<file path="config.mk">
export PLATFORM = sky130hd
export DESIGN_NAME = mem_bridge_top
export DESIGN_NICKNAME = d
export VERILOG_FILES = /design/src/rtl/mem_bridge_pkg.sv /design/src/rtl/sync_fifo.sv /design/src/rtl/cmd_capture.sv /design/src/rtl/dram_issue.sv /design/src/rtl/read_return.sv /design/src/rtl/mem_bridge_top.sv
export VERILOG_INCLUDE_DIRS = /design/src /design/src/rtl
export SDC_FILE = /design/constraint.sdc
export NUM_CORES = 2
export LEC_CHECK = 0
export BUFFER_PORTS_ARGS = -buffer_cell sky130_fd_sc_hd__buf_2
export CAP_MARGIN = 5
export CELL_PAD_IN_SITES_DETAIL_PLACEMENT = 0
export CELL_PAD_IN_SITES_GLOBAL_PLACEMENT = 1
export CORE_UTILIZATION = 51
export CTS_BUF_LIST = sky130_fd_sc_hd__clkbuf_4 sky130_fd_sc_hd__clkbuf_8
export DETAILED_ROUTE_END_ITERATION = 8
export GPL_TIMING_DRIVEN = 0
export PLACE_DENSITY = 0.88
export SKIP_CTS_REPAIR_TIMING = 1
export SYNTH_ARGS = -nofsm -noshare
export SYNTH_HDL_FRONTEND = slang
export SYNTH_SLANG_ARGS = --single-unit
export TNS_END_PERCENT = 30
</file>
<file path="constraint.sdc">
create_clock -name dram_clk -period 19.5 [get_ports dram_clk]
set_input_delay 3.9 -clock dram_clk [delete_from_list [all_inputs] [get_ports dram_clk]]
set_output_delay 3.9 -clock dram_clk [all_outputs]
set_load 0.005 [all_outputs]
</file>
<file path="src/rtl/mem_bridge_defs.svh">
`ifndef MEM_BRIDGE_DEFS_SVH
`define MEM_BRIDGE_DEFS_SVH

// ----------------------------------------
// bus widths
// ----------------------------------------

// client and controller address
`define MB_ADDR_W 32

// one data beat
`define MB_DATA_W 144

// one enable per data byte
`define MB_BE_W 18

// ----------------------------------------
// queue depths
// ----------------------------------------

// command and write-data queues
`define MB_CMD_DEPTH 8

// read-data queue, also the read credit limit
`define MB_RD_DEPTH 4

`endif

</file>
<file path="src/rtl/mem_bridge_pkg.sv">
package mem_bridge_pkg;

    // ----------------------------------------
    // transaction opcode
    // ----------------------------------------

    // one bit, stored next to the address in the command queue
    typedef enum logic [0:0] {
        OP_WRITE = 1'b0,
        OP_READ  = 1'b1
    } txn_op_e;

    // ----------------------------------------
    // issue stage state
    // ----------------------------------------

    // idle issues freely
    // wait_credit holds a read at the head until a beat is returned
    typedef enum logic [0:0] {
        ISSUE_IDLE        = 1'b0,
        ISSUE_WAIT_CREDIT = 1'b1
    } issue_state_e;

endpackage

</file>
<file path="src/rtl/sync_fifo.sv">
`timescale 1ns/1ns

module sync_fifo #(
    parameter int WIDTH = 8,
    parameter int DEPTH = 4
) (
    input  logic             dram_clk,
    input  logic             arst_n,
    input  logic             push,
    input  logic             pop,
    input  logic [WIDTH-1:0] din,
    output logic [WIDTH-1:0] dout,
    output logic             empty,
    output logic             full,
    output logic             almost_full
);

    localparam int PTR_W = (DEPTH > 1) ? $clog2(DEPTH) : 1;
    localparam int CNT_W = $clog2(DEPTH + 1);

    // storage, no reset needed
    logic [WIDTH-1:0] mem [DEPTH];
    logic [PTR_W-1:0] wr_ptr;
    logic [PTR_W-1:0] rd_ptr;
    logic [CNT_W-1:0] count;

    // ----------------------------------------
    // write side
    // ----------------------------------------

    always_ff @(posedge dram_clk) begin
        if (push) begin
            mem[wr_ptr] <= din;
        end
    end

    // pointers wrap at DEPTH, so any depth works
    always_ff @(posedge dram_clk or negedge arst_n) begin
        if (!arst_n) begin
            wr_ptr <= '0;
            rd_ptr <= '0;
        end else begin
            if (push) begin
                wr_ptr <= (wr_ptr == PTR_W'(DEPTH - 1)) ? '0 : wr_ptr + 1'b1;
            end
            if (pop) begin
                rd_ptr <= (rd_ptr == PTR_W'(DEPTH - 1)) ? '0 : rd_ptr + 1'b1;
            end
        end
    end

    // occupancy
    always_ff @(posedge dram_clk or negedge arst_n) begin
        if (!arst_n) begin
            count <= '0;
        end else begin
            case ({push, pop})
                2'b10:   count <= count + 1'b1;
                2'b01:   count <= count - 1'b1;
                default: count <= count;
            endcase
        end
    end

    // ----------------------------------------
    // flags and show-ahead head
    // ----------------------------------------

    assign dout        = mem[rd_ptr];
    assign empty       = (count == '0);
    assign full        = (count == CNT_W'(DEPTH));
    // exactly one slot free
    assign almost_full = (count == CNT_W'(DEPTH - 1));

    // callers must look at the flags before they push or pop
    a_no_overflow: assert property (@(posedge dram_clk) disable iff (!arst_n)
        !(push && full));
    a_no_underflow: assert property (@(posedge dram_clk) disable iff (!arst_n)
        !(pop && empty));

endmodule

</file>
<file path="src/rtl/cmd_capture.sv">
`timescale 1ns/1ns
`include "mem_bridge_defs.svh"

module cmd_capture (
    input  logic                      dram_clk,
    input  logic                      arst_n,
    input  logic                      cmd_valid,
    input  logic                      cmd_rnw,
    input  logic [`MB_ADDR_W-1:0]     cmd_addr,
    input  logic [`MB_DATA_W-1:0]     wr_din,
    input  logic [`MB_BE_W-1:0]       wr_be,
    output logic                      mem_rdy,
    output logic                      cmd_ack,
    input  logic                      cmd_pop,
    input  logic                      data_pop,
    output mem_bridge_pkg::txn_op_e   cmd_op,
    output logic [`MB_ADDR_W-1:0]     cmd_addr_q,
    output logic                      cmd_empty,
    output logic [`MB_DATA_W-1:0]     wr_data_q,
    output logic [`MB_BE_W-1:0]       wr_be_q
);

    import mem_bridge_pkg::*;

    localparam int CMD_W  = `MB_ADDR_W + 1;
    localparam int DATA_W = `MB_DATA_W + `MB_BE_W;

    txn_op_e            op_in;
    logic               cmd_push;
    logic               data_push;
    logic [CMD_W-1:0]   cmd_din;
    logic [CMD_W-1:0]   cmd_dout;
    logic               cmd_full;
    logic               cmd_afull;
    logic [DATA_W-1:0]  data_dout;
    logic               data_full;
    logic               data_afull;

    // ----------------------------------------
    // client handshake
    // ----------------------------------------

    assign cmd_ack   = cmd_valid & mem_rdy;
    assign op_in     = cmd_rnw ? OP_READ : OP_WRITE;
    assign cmd_push  = cmd_ack;
    // reads carry no payload
    assign data_push = cmd_ack & (op_in == OP_WRITE);
    assign cmd_din   = {op_in, cmd_addr};

    // ready for next cycle
    // drop when full, or when the last slot is taken right now
    always_ff @(posedge dram_clk or negedge arst_n) begin
        if (!arst_n) begin
            mem_rdy <= 1'b0;
        end else begin
            mem_rdy <= ~(cmd_full | data_full
                         | (cmd_afull & cmd_push)
                         | (data_afull & data_push));
        end
    end

    // ----------------------------------------
    // command and write-data queues
    // ----------------------------------------

    // opcode in the msb, address below
    sync_fifo #(.WIDTH(CMD_W), .DEPTH(`MB_CMD_DEPTH)) u_cmd_fifo (
        .dram_clk    (dram_clk),
        .arst_n      (arst_n),
        .push        (cmd_push),
        .pop         (cmd_pop),
        .din         (cmd_din),
        .dout        (cmd_dout),
        .empty       (cmd_empty),
        .full        (cmd_full),
        .almost_full (cmd_afull)
    );

    // data then byte enables
    sync_fifo #(.WIDTH(DATA_W), .DEPTH(`MB_CMD_DEPTH)) u_data_fifo (
        .dram_clk    (dram_clk),
        .arst_n      (arst_n),
        .push        (data_push),
        .pop         (data_pop),
        .din         ({wr_din, wr_be}),
        .dout        (data_dout),
        .empty       (),
        .full        (data_full),
        .almost_full (data_afull)
    );

    assign cmd_op     = txn_op_e'(cmd_dout[`MB_ADDR_W]);
    assign cmd_addr_q = cmd_dout[`MB_ADDR_W-1:0];
    assign wr_data_q  = data_dout[DATA_W-1:`MB_BE_W];
    assign wr_be_q    = data_dout[`MB_BE_W-1:0];

    // registered ready must already cover the queue state this cycle
    a_ack_has_room: assert property (@(posedge dram_clk) disable iff (!arst_n)
        cmd_ack |-> mem_rdy && !cmd_full && (cmd_rnw || !data_full));

endmodule

</file>
<file path="src/rtl/dram_issue.sv">
`timescale 1ns/1ns
`include "mem_bridge_defs.svh"

module dram_issue (
    input  logic                      dram_clk,
    input  logic                      arst_n,
    input  mem_bridge_pkg::txn_op_e   cmd_op,
    input  logic [`MB_ADDR_W-1:0]     cmd_addr_q,
    input  logic                      cmd_empty,
    input  logic [`MB_DATA_W-1:0]     wr_data_q,
    input  logic [`MB_BE_W-1:0]       wr_be_q,
    output logic                      cmd_pop,
    output logic                      data_pop,
    input  logic                      rd_pop,
    input  logic                      dram_ready,
    output logic                      dram_cmd_en,
    output logic                      dram_rnw,
    output logic [`MB_ADDR_W-1:0]     dram_address,
    output logic [`MB_DATA_W-1:0]     dram_wr_data,
    output logic [`MB_BE_W-1:0]       dram_byte_enable
);

    import mem_bridge_pkg::*;

    localparam int CNT_W = $clog2(`MB_RD_DEPTH + 1);

    issue_state_e      state;
    logic [CNT_W-1:0]  rd_cnt;
    logic              credit_free;
    logic              head_read;
    logic              issue_go;
    logic              rd_issue;

    // ----------------------------------------
    // issue decision
    // ----------------------------------------

    assign credit_free = (rd_cnt < CNT_W'(`MB_RD_DEPTH));
    assign head_read   = !cmd_empty && (cmd_op == OP_READ);

    // writes need no credit and reads need a free read-queue slot
    assign issue_go = (state == ISSUE_IDLE) && !cmd_empty && dram_ready
                      && ((cmd_op == OP_WRITE) || credit_free);
    assign rd_issue = issue_go && (cmd_op == OP_READ);

    // pop both queues together on writes
    assign cmd_pop  = issue_go;
    assign data_pop = issue_go && (cmd_op == OP_WRITE);

    // stall state left once a credit comes back
    always_ff @(posedge dram_clk or negedge arst_n) begin
        if (!arst_n) begin
            state <= ISSUE_IDLE;
        end else begin
            case (state)
                ISSUE_IDLE: begin
                    if (head_read && !credit_free && !rd_pop) begin
                        state <= ISSUE_WAIT_CREDIT;
                    end
                end
                ISSUE_WAIT_CREDIT: begin
                    if (rd_pop) begin
                        state <= ISSUE_IDLE;
                    end
                end
                default: state <= ISSUE_IDLE;
            endcase
        end
    end

    // ----------------------------------------
    // read credits
    // ----------------------------------------

    // reads in flight plus beats waiting in the read queue
    always_ff @(posedge dram_clk or negedge arst_n) begin
        if (!arst_n) begin
            rd_cnt <= '0;
        end else begin
            case ({rd_issue, rd_pop})
                2'b10:   rd_cnt <= rd_cnt + 1'b1;
                2'b01:   rd_cnt <= rd_cnt - 1'b1;
                default: rd_cnt <= rd_cnt;
            endcase
        end
    end

    // ----------------------------------------
    // controller port
    // ----------------------------------------

    // one-cycle strobe
    always_ff @(posedge dram_clk or negedge arst_n) begin
        if (!arst_n) begin
            dram_cmd_en <= 1'b0;
        end else begin
            dram_cmd_en <= issue_go;
        end
    end

    // payload valid with the strobe
    always_ff @(posedge dram_clk) begin
        if (issue_go) begin
            dram_rnw         <= (cmd_op == OP_READ);
            dram_address     <= cmd_addr_q;
            dram_wr_data     <= wr_data_q;
            dram_byte_enable <= wr_be_q;
        end
    end

    // credits stay bounded and are never returned without a read out
    a_credit_bound: assert property (@(posedge dram_clk) disable iff (!arst_n)
        (rd_cnt <= CNT_W'(`MB_RD_DEPTH)) && !(rd_pop && (rd_cnt == '0)));

endmodule

</file>
<file path="src/rtl/read_return.sv">
`timescale 1ns/1ns
`include "mem_bridge_defs.svh"

module read_return (
    input  logic                   dram_clk,
    input  logic                   arst_n,
    input  logic                   dram_data_valid,
    input  logic [`MB_DATA_W-1:0]  dram_rd_data,
    output logic [`MB_DATA_W-1:0]  rd_dout,
    output logic                   rd_valid,
    input  logic                   rd_ack,
    output logic                   rd_pop
);

    logic                   beat_valid;
    logic [`MB_DATA_W-1:0]  beat_data;
    logic                   fifo_empty;
    logic                   fifo_full;

    // ----------------------------------------
    // input register
    // ----------------------------------------

    always_ff @(posedge dram_clk or negedge arst_n) begin
        if (!arst_n) begin
            beat_valid <= 1'b0;
        end else begin
            beat_valid <= dram_data_valid;
        end
    end

    // beat payload
    always_ff @(posedge dram_clk) begin
        if (dram_data_valid) begin
            beat_data <= dram_rd_data;
        end
    end

    // ----------------------------------------
    // read-data queue
    // ----------------------------------------

    // sized to the credit limit, no stall toward the controller
    sync_fifo #(.WIDTH(`MB_DATA_W), .DEPTH(`MB_RD_DEPTH)) u_rd_fifo (
        .dram_clk    (dram_clk),
        .arst_n      (arst_n),
        .push        (beat_valid),
        .pop         (rd_pop),
        .din         (beat_data),
        .dout        (rd_dout),
        .empty       (fifo_empty),
        .full        (fifo_full),
        .almost_full ()
    );

    // client side, each pop gives a credit back to issue
    assign rd_valid = !fifo_empty;
    assign rd_pop   = rd_valid & rd_ack;

    // credit scheme upstream keeps a slot free for every beat
    a_beat_has_slot: assert property (@(posedge dram_clk) disable iff (!arst_n)
        dram_data_valid |=> !fifo_full);

endmodule

</file>
<file path="src/rtl/mem_bridge_top.sv">
`timescale 1ns/1ns
`include "mem_bridge_defs.svh"

module mem_bridge_top (
    input  logic                   dram_clk,
    input  logic                   arst_n,
    // client command
    input  logic                   cmd_valid,
    input  logic                   cmd_rnw,
    input  logic [`MB_ADDR_W-1:0]  cmd_addr,
    input  logic [`MB_DATA_W-1:0]  wr_din,
    input  logic [`MB_BE_W-1:0]    wr_be,
    output logic                   mem_rdy,
    output logic                   cmd_ack,
    // client read return
    output logic [`MB_DATA_W-1:0]  rd_dout,
    output logic                   rd_valid,
    input  logic                   rd_ack,
    // controller
    input  logic                   dram_ready,
    output logic                   dram_cmd_en,
    output logic                   dram_rnw,
    output logic [`MB_ADDR_W-1:0]  dram_address,
    output logic [`MB_DATA_W-1:0]  dram_wr_data,
    output logic [`MB_BE_W-1:0]    dram_byte_enable,
    input  logic                   dram_data_valid,
    input  logic [`MB_DATA_W-1:0]  dram_rd_data
);

    import mem_bridge_pkg::*;

    // ----------------------------------------
    // stage links
    // ----------------------------------------

    txn_op_e                cmd_op;
    logic [`MB_ADDR_W-1:0]  cmd_addr_q;
    logic                   cmd_empty;
    logic [`MB_DATA_W-1:0]  wr_data_q;
    logic [`MB_BE_W-1:0]    wr_be_q;
    logic                   cmd_pop;
    logic                   data_pop;
    logic                   rd_pop;

    // stage 1, capture
    cmd_capture u_cmd_capture (
        .dram_clk   (dram_clk),
        .arst_n     (arst_n),
        .cmd_valid  (cmd_valid),
        .cmd_rnw    (cmd_rnw),
        .cmd_addr   (cmd_addr),
        .wr_din     (wr_din),
        .wr_be      (wr_be),
        .mem_rdy    (mem_rdy),
        .cmd_ack    (cmd_ack),
        .cmd_pop    (cmd_pop),
        .data_pop   (data_pop),
        .cmd_op     (cmd_op),
        .cmd_addr_q (cmd_addr_q),
        .cmd_empty  (cmd_empty),
        .wr_data_q  (wr_data_q),
        .wr_be_q    (wr_be_q)
    );

    // stage 2, issue to controller
    dram_issue u_dram_issue (
        .dram_clk         (dram_clk),
        .arst_n           (arst_n),
        .cmd_op           (cmd_op),
        .cmd_addr_q       (cmd_addr_q),
        .cmd_empty        (cmd_empty),
        .wr_data_q        (wr_data_q),
        .wr_be_q          (wr_be_q),
        .cmd_pop          (cmd_pop),
        .data_pop         (data_pop),
        .rd_pop           (rd_pop),
        .dram_ready       (dram_ready),
        .dram_cmd_en      (dram_cmd_en),
        .dram_rnw         (dram_rnw),
        .dram_address     (dram_address),
        .dram_wr_data     (dram_wr_data),
        .dram_byte_enable (dram_byte_enable)
    );

    // stage 3, read data back to client
    read_return u_read_return (
        .dram_clk        (dram_clk),
        .arst_n          (arst_n),
        .dram_data_valid (dram_data_valid),
        .dram_rd_data    (dram_rd_data),
        .rd_dout         (rd_dout),
        .rd_valid        (rd_valid),
        .rd_ack          (rd_ack),
        .rd_pop          (rd_pop)
    );

endmodule

</file>
== Word-level counts from Yosys, hierarchy flattened ==
Memory sizes are Yosys's and may differ from the RTL's. A register that Yosys moved wholly into a read port is not among the register bits.
Index checks and enable logic that the tools add are counted.
Widths: inputs -> output; s select.

* Add/subtract/negate cells: 14
* $mul: 0
* Divide/modulo/power cells: 0
* $lt $le $gt $ge: 1
* Equal/unequal tests: 18
* Shift operators: 0
* Muxes and demuxes: 20
* Bitwise operators: 12
* Reduce and logical (&&, ||, !) cells: 19

{| class="wikitable"
|+ Operators by type and width
! kind !! count
|-
| $add 3x1->3 const B || 6
|-
| $pmux 4 s2 || 2
|-
| $eq 2x2->1 const B || 6
|-
| $eq 3x3->1 const B || 4
|-
| $mux 3 || 4
|-
| $pmux 3 s2 || 2
|-
| $mux 1 || 9
|-
| $add 4x1->4 const B || 2
|-
| $eq 2x1->1 const B || 4
|-
| $eq 4x3->1 const B || 2
|-
| $eq 4x4->1 const B || 2
|-
| $logic_and 1x1->1 || 8
|-
| $reduce_bool 2->1 || 4
|-
| $sub 4x1->4 const B || 2
|-
| $sub 3x1->3 const B || 2
|-
| $and 1x1->1 || 5
|-
| $add 2x1->2 const B || 2
|-
| $logic_not 1->1 || 4
|-
| $logic_not 4->1 || 1
|-
| $mux 2 || 2
|-
| $not 1->1 || 4
|-
| $logic_not 3->1 || 1
|-
| $lt 3x3->1 const B || 1
|-
| $or 1x1->1 || 3
|-
| 2 further kinds || 2
|}

* Flip-flop bits (word level): 211
* Bits in latches: 0
* Bits in writable memories: 2136
* Memory bits (read-only): 0
* Input bits: 345
* Word-level logic and storage cells: 104
* Memories: 3

{| class="wikitable"
|+ Memories
! memory !! depth !! bits a word !! rd ports !! clocked after Yosys merged registers in !! write ports !! RTL line !! text
|-
| u_cmd_capture.u_data_fifo.mem || 8 || 162 || 1 || 1 || 1 || sync_fifo.sv:22 || <nowiki>logic [WIDTH-1:0] mem [DEPTH];</nowiki>
|-
| u_read_return.u_rd_fifo.mem || 4 || 144 || 1 || 0 || 1 || sync_fifo.sv:22 ||
|-
| u_cmd_capture.u_cmd_fifo.mem || 8 || 33 || 1 || 0 || 1 || sync_fifo.sv:22 ||
|}

== Depth between registers and ports, before layout ==
* Depth in word-level cells: 8
* Gate-level depth with buffers: 12
* Depth with buffers taken out: 11

== Cells and area by module ==
Synthesis repeated with hierarchy kept, for this count alone.

* Cell total of the unflattened synthesis: 3542
* Area, all modules: 91504.0 sq um

{| class="wikitable"
|+ By module, submodules not included
! module !! times used !! cells an instance !! area an instance (sq um) !! sequential area each (sq um)
|-
| sync_fifo at u_cmd_capture.u_data_fifo || 1 || 1937 || 49202.2 || 39167.6
|-
| sync_fifo at u_read_return.u_rd_fifo || 1 || 791 || 21180.3 || 17471.8
|-
| sync_fifo at u_cmd_capture.u_cmd_fifo || 1 || 442 || 10592.7 || 8177.8
|-
| dram_issue || 1 || 219 || 6102.1 || 5980.7
|-
| read_return || 1 || 147 || 4359.2 || 4349.2
|-
| cmd_capture || 1 || 6 || 67.6 || 25.0
|}

== Worst setup path after synthesis ==
Ideal clock, no wire load.

* Kind: input to register
* Start: input cmd_valid
* End: memory u_cmd_capture.u_data_fifo.mem[0][0] (netlist name), enable pin
* Setup time: 1.083 ns
* Arrival time: 19.779 ns
* Data required time: 18.417 ns
* Path slack: -1.362 ns
* Cell stages on the path: 4
* Cell sequence: nand2_1 -> nor2_1 -> clkinv_1 -> nor4_1

* Cells in the longest elaborated chain, start to end: 4

{| class="wikitable"
|+ RTL lines
! item !! RTL line !! text
|-
| from (decl) || mem_bridge_top.sv:8 || <nowiki>input logic cmd_valid,</nowiki>
|-
| $and 1x1->1 || cmd_capture.sv:43 || <nowiki>assign cmd_ack = cmd_valid & mem_rdy;</nowiki>
|-
| $and 1x1->1 || cmd_capture.sv:47 || <nowiki>assign data_push = cmd_ack & (op_in == OP_WRITE);</nowiki>
|-
| $mux 1 || sync_fifo.sv:32 || <nowiki>if (push) begin</nowiki>
|-
| $mux 1 (implied by the code) || sync_fifo.sv:33 || <nowiki>mem[wr_ptr] <= din;</nowiki>
|-
| to (decl) || sync_fifo.sv:22 ||
|}

Every way passes these cells.

== Final worst setup path ==
* Start: input cmd_valid
* End: output cmd_ack

* Cells in the longest elaborated chain, start to end: 1

{| class="wikitable"
|+ RTL lines
! item !! RTL line !! text
|-
| $and 1x1->1 || cmd_capture.sv:43 ||
|-
| to (decl) || mem_bridge_top.sv:14 || <nowiki>output logic cmd_ack,</nowiki>
|}

Every way passes these cells.

==> run summary <==
Status = finished clean
Peak supply drop = 0.0000896 V
Max-slew violations = 0
Vias in the first global route = 43600
Pwr Total = 15200 µW
DR iter-0 viols = 3730
DRT antenna net count = 0
Initial core utilization = 51.6%
Worst Path Max Fanout = 7
Port bufs = 687
Share of cells above drive strength 1 = 44.4%
DR vias = 42400
GRT Resource Usage Total = 22.2%
Setup crit end kind = primary output
Final setup fails = 0
Met1 Use GR = 27.0%
CP arrival = 4570 ps
CTS max path bufs = 4
Die height = 425 µm
Pin count of the biggest net entering global routing = 85
Synth Cell Area = 0.0913 mm²
Placed Area = 0.100 mm²
First-pass GRT wire length = 289000 µm
Post-synth net total = 3909
Yosys top cell by area = edfxtp_1
Die area = 0.181 mm²
CTS tree = done
Post-synth top cells = 2475 x edfxtp_1, 533 x mux4_2, 200 x mux2_2
Startpoint types = input port
Sequential area share after synthesis = 82.3%
Total core area = 0.177 mm²
Final hold viol count = 0
RSZ-0062 raised after global routing = no
Hpwl dp = 132000 µm
Fin cells = 7452
Sink Count = 2509
GR Util met3 = 6.08%
Fmax = 0.118 GHz
Routed vias/inst = 5.69
CP required = 15600 ps
Min-delay worst type = reg -> reg
Count of nets after finishing = 5144
CTS root buffer = clkbuf_8
DRC = 0
Max-Cap Viols = 0
Pwr dens = 142 mW/mm²
Ports = 688
Lkg Pwr = 0.0359 µW
R2R Path Start = u_cmd_capture.mem_rdy
Yosys reg bits = 2509
Setup WS post-layout = 11030 ps
Rel. slew slack = 27.7%
Cell with the most instances after synthesis = edfxtp_1
Total congestion overflow = 0
Dpl cells = 6718
Clock latency on the worst-skew pair = 1060 ps
Initial antenna violation count = 79
Site Rows = 154
Fin area = 0.108 mm²
Worst-margin pin slew = 1080 ps
Final period utilization = 43.4%
Clock period minus worst slack = 8470 ps
Synth cell types = 44
Final WL = 204000 µm
EDFF count, synth = 2475
Yosys warns = 0
Pre-antenna DRT Iters = 5
Most Crowded Layer GR = met2
Clock Skew = 125 ps
Synthesized area per cell = 25.8 µm²
Clk slew on worst S/H paths = 60 ps
CP Launch Point = cmd_valid
Syn-to-layout area delta = 17.9%
Place WS = 10970 ps
Main flop type after synthesis = edfxtp_1
Fin util = 60.8%
Wirelength per Cell = 27.3 µm
Mapped Cells = 3541
CTS buffer count = 396
H-tree levels = 5
Horiz. Die Dim = 425 µm
Fraction of registers with async set/reset = 1.36%
Final GP Congestion = 0.766
Hold path start = u_read_return.beat_data[39]
Yosys top cell area share = 81.4%
M2 GR Usage = 36.9%
Setup CP Type = in -> out
Synth top area cells = edfxtp_1 81%, mux4_2 13%, mux2_2 2.5%
==> registers in the layout, summed over array words and instances, names as in the netlist <==
register                          flops
u_dram_issue.state                    1
u_cmd_capture.u_cmd_fifo.count        4
u_read_return.beat_data             144
u_cmd_capture.u_cmd_fifo.wr_ptr       3
u_dram_issue.dram_cmd_en              1
u_read_return.u_rd_fifo.rd_ptr        2
u_read_return.beat_valid              1
u_cmd_capture.u_data_fifo.mem      1296
u_dram_issue.dram_rnw                 1
u_cmd_capture.u_data_fifo.wr_ptr      3
u_cmd_capture.u_data_fifo.rd_ptr      3
u_dram_issue.dram_address            32
u_read_return.u_rd_fifo.mem         576
u_cmd_capture.u_data_fifo.count       4
u_cmd_capture.u_cmd_fifo.rd_ptr       3
u_cmd_capture.u_cmd_fifo.mem        264
u_read_return.u_rd_fifo.wr_ptr        2
u_cmd_capture.mem_rdy                 1
u_dram_issue.dram_byte_enable        18
u_read_return.u_rd_fifo.count         3
u_dram_issue.dram_wr_data           144
u_dram_issue.rd_cnt                   3
==> logic make-up after synthesis <==
group                    synth area share [%]
flip-flops                               82.3
multiplexers                             15.7
buffers and inverters                   0.897
AND/OR/NAND/NOR                         0.415
adder cells (fa/ha/maj)                 0.332
AO/OA/AOI/OAI                           0.159
XOR/XNOR                                0.153
==> power breakdown <==
group / internal (µW) / switching, µW
Sequential: 6820 / 235
Combinational: 1890 / 2090
Clock: 2270 / 1950
==> cells in the final DEF (no fill, tap or decap), types with 20 or more instances in the layout <==
cell / synthesis / layout
buf_1: 25 / 25
buf_12: 0 / 23
buf_16: 0 / 20
buf_2: 46 / 732
buf_6: 21 / 103
buf_8: 0 / 23
clkbuf_1: 52 / 52
clkbuf_4: 0 / 104
clkbuf_8: 0 / 399
clkinv_1: 1 / 110
clkinv_2: 0 / 43
dfrtp_1: 34 / 34
diode_2: 0 / 47
edfxtp_1: 2475 / 2475
ha_1: 21 / 21
mux2_2: 200 / 200
mux4_2: 533 / 533
==> critical path: stages <==
cell and delay (ps):
buf_2 100, nand2_1 200, inv_1 170, buf_2 190
==> final cells by class <==
class / instances / area [µm²]
Antenna cell: 47 / 118
Multi-Input combinational cell: 872 / 15500
Fill cell: 11500 / 69400
Timing Repair Buffer: 837 / 5740
Clock inverter: 184 / 1170
Sequential cell: 2509 / 75200
Clock buffer: 503 / 6270
Buffer: 145 / 763
Inverter: 15 / 63.8
Tap cell: 2340 / 2930
==> stage by stage <==
| stage | setup TNS (ps) | hold WS [ps] |
|---|---|---|
| global route | 0 | 458 |
| global placement | -6627860 | 452 |
| detailed placement | 0 | 459 |
| CTS | 0 | 446 |
| floorplan | 0 | 436 |
| finish | 0 | 432 |
==> layer usage <==
metal	routed length [µm]	part of all wire [%]	vias up
li1	-	-	17700
met1	73300	36	22200
met2	104000	51	1987
met3	17400	8.6	449
met4	8560	4.2	58
met5	390	0.19	-
==> path summary, 6_finish.rpt <==
check	end	slack [ps]	depth (start not counted)
hold / removal	u_read_return.u_rd_fifo.mem[0][39]	430	0
min in group asynchronous	u_cmd_capture.u_cmd_fifo.wr_ptr[2]	3080	1
setup reg to reg	u_cmd_capture.u_data_fifo.mem[2][30]	15640	11
max in group asynchronous	u_read_return.u_rd_fifo.rd_ptr[1]	15730	1
setup / recovery	cmd_ack	11030	4
hold reg to reg	u_read_return.u_rd_fifo.mem[0][39]	430	0
No activity file was read; power rests on OpenSTA's default activity.
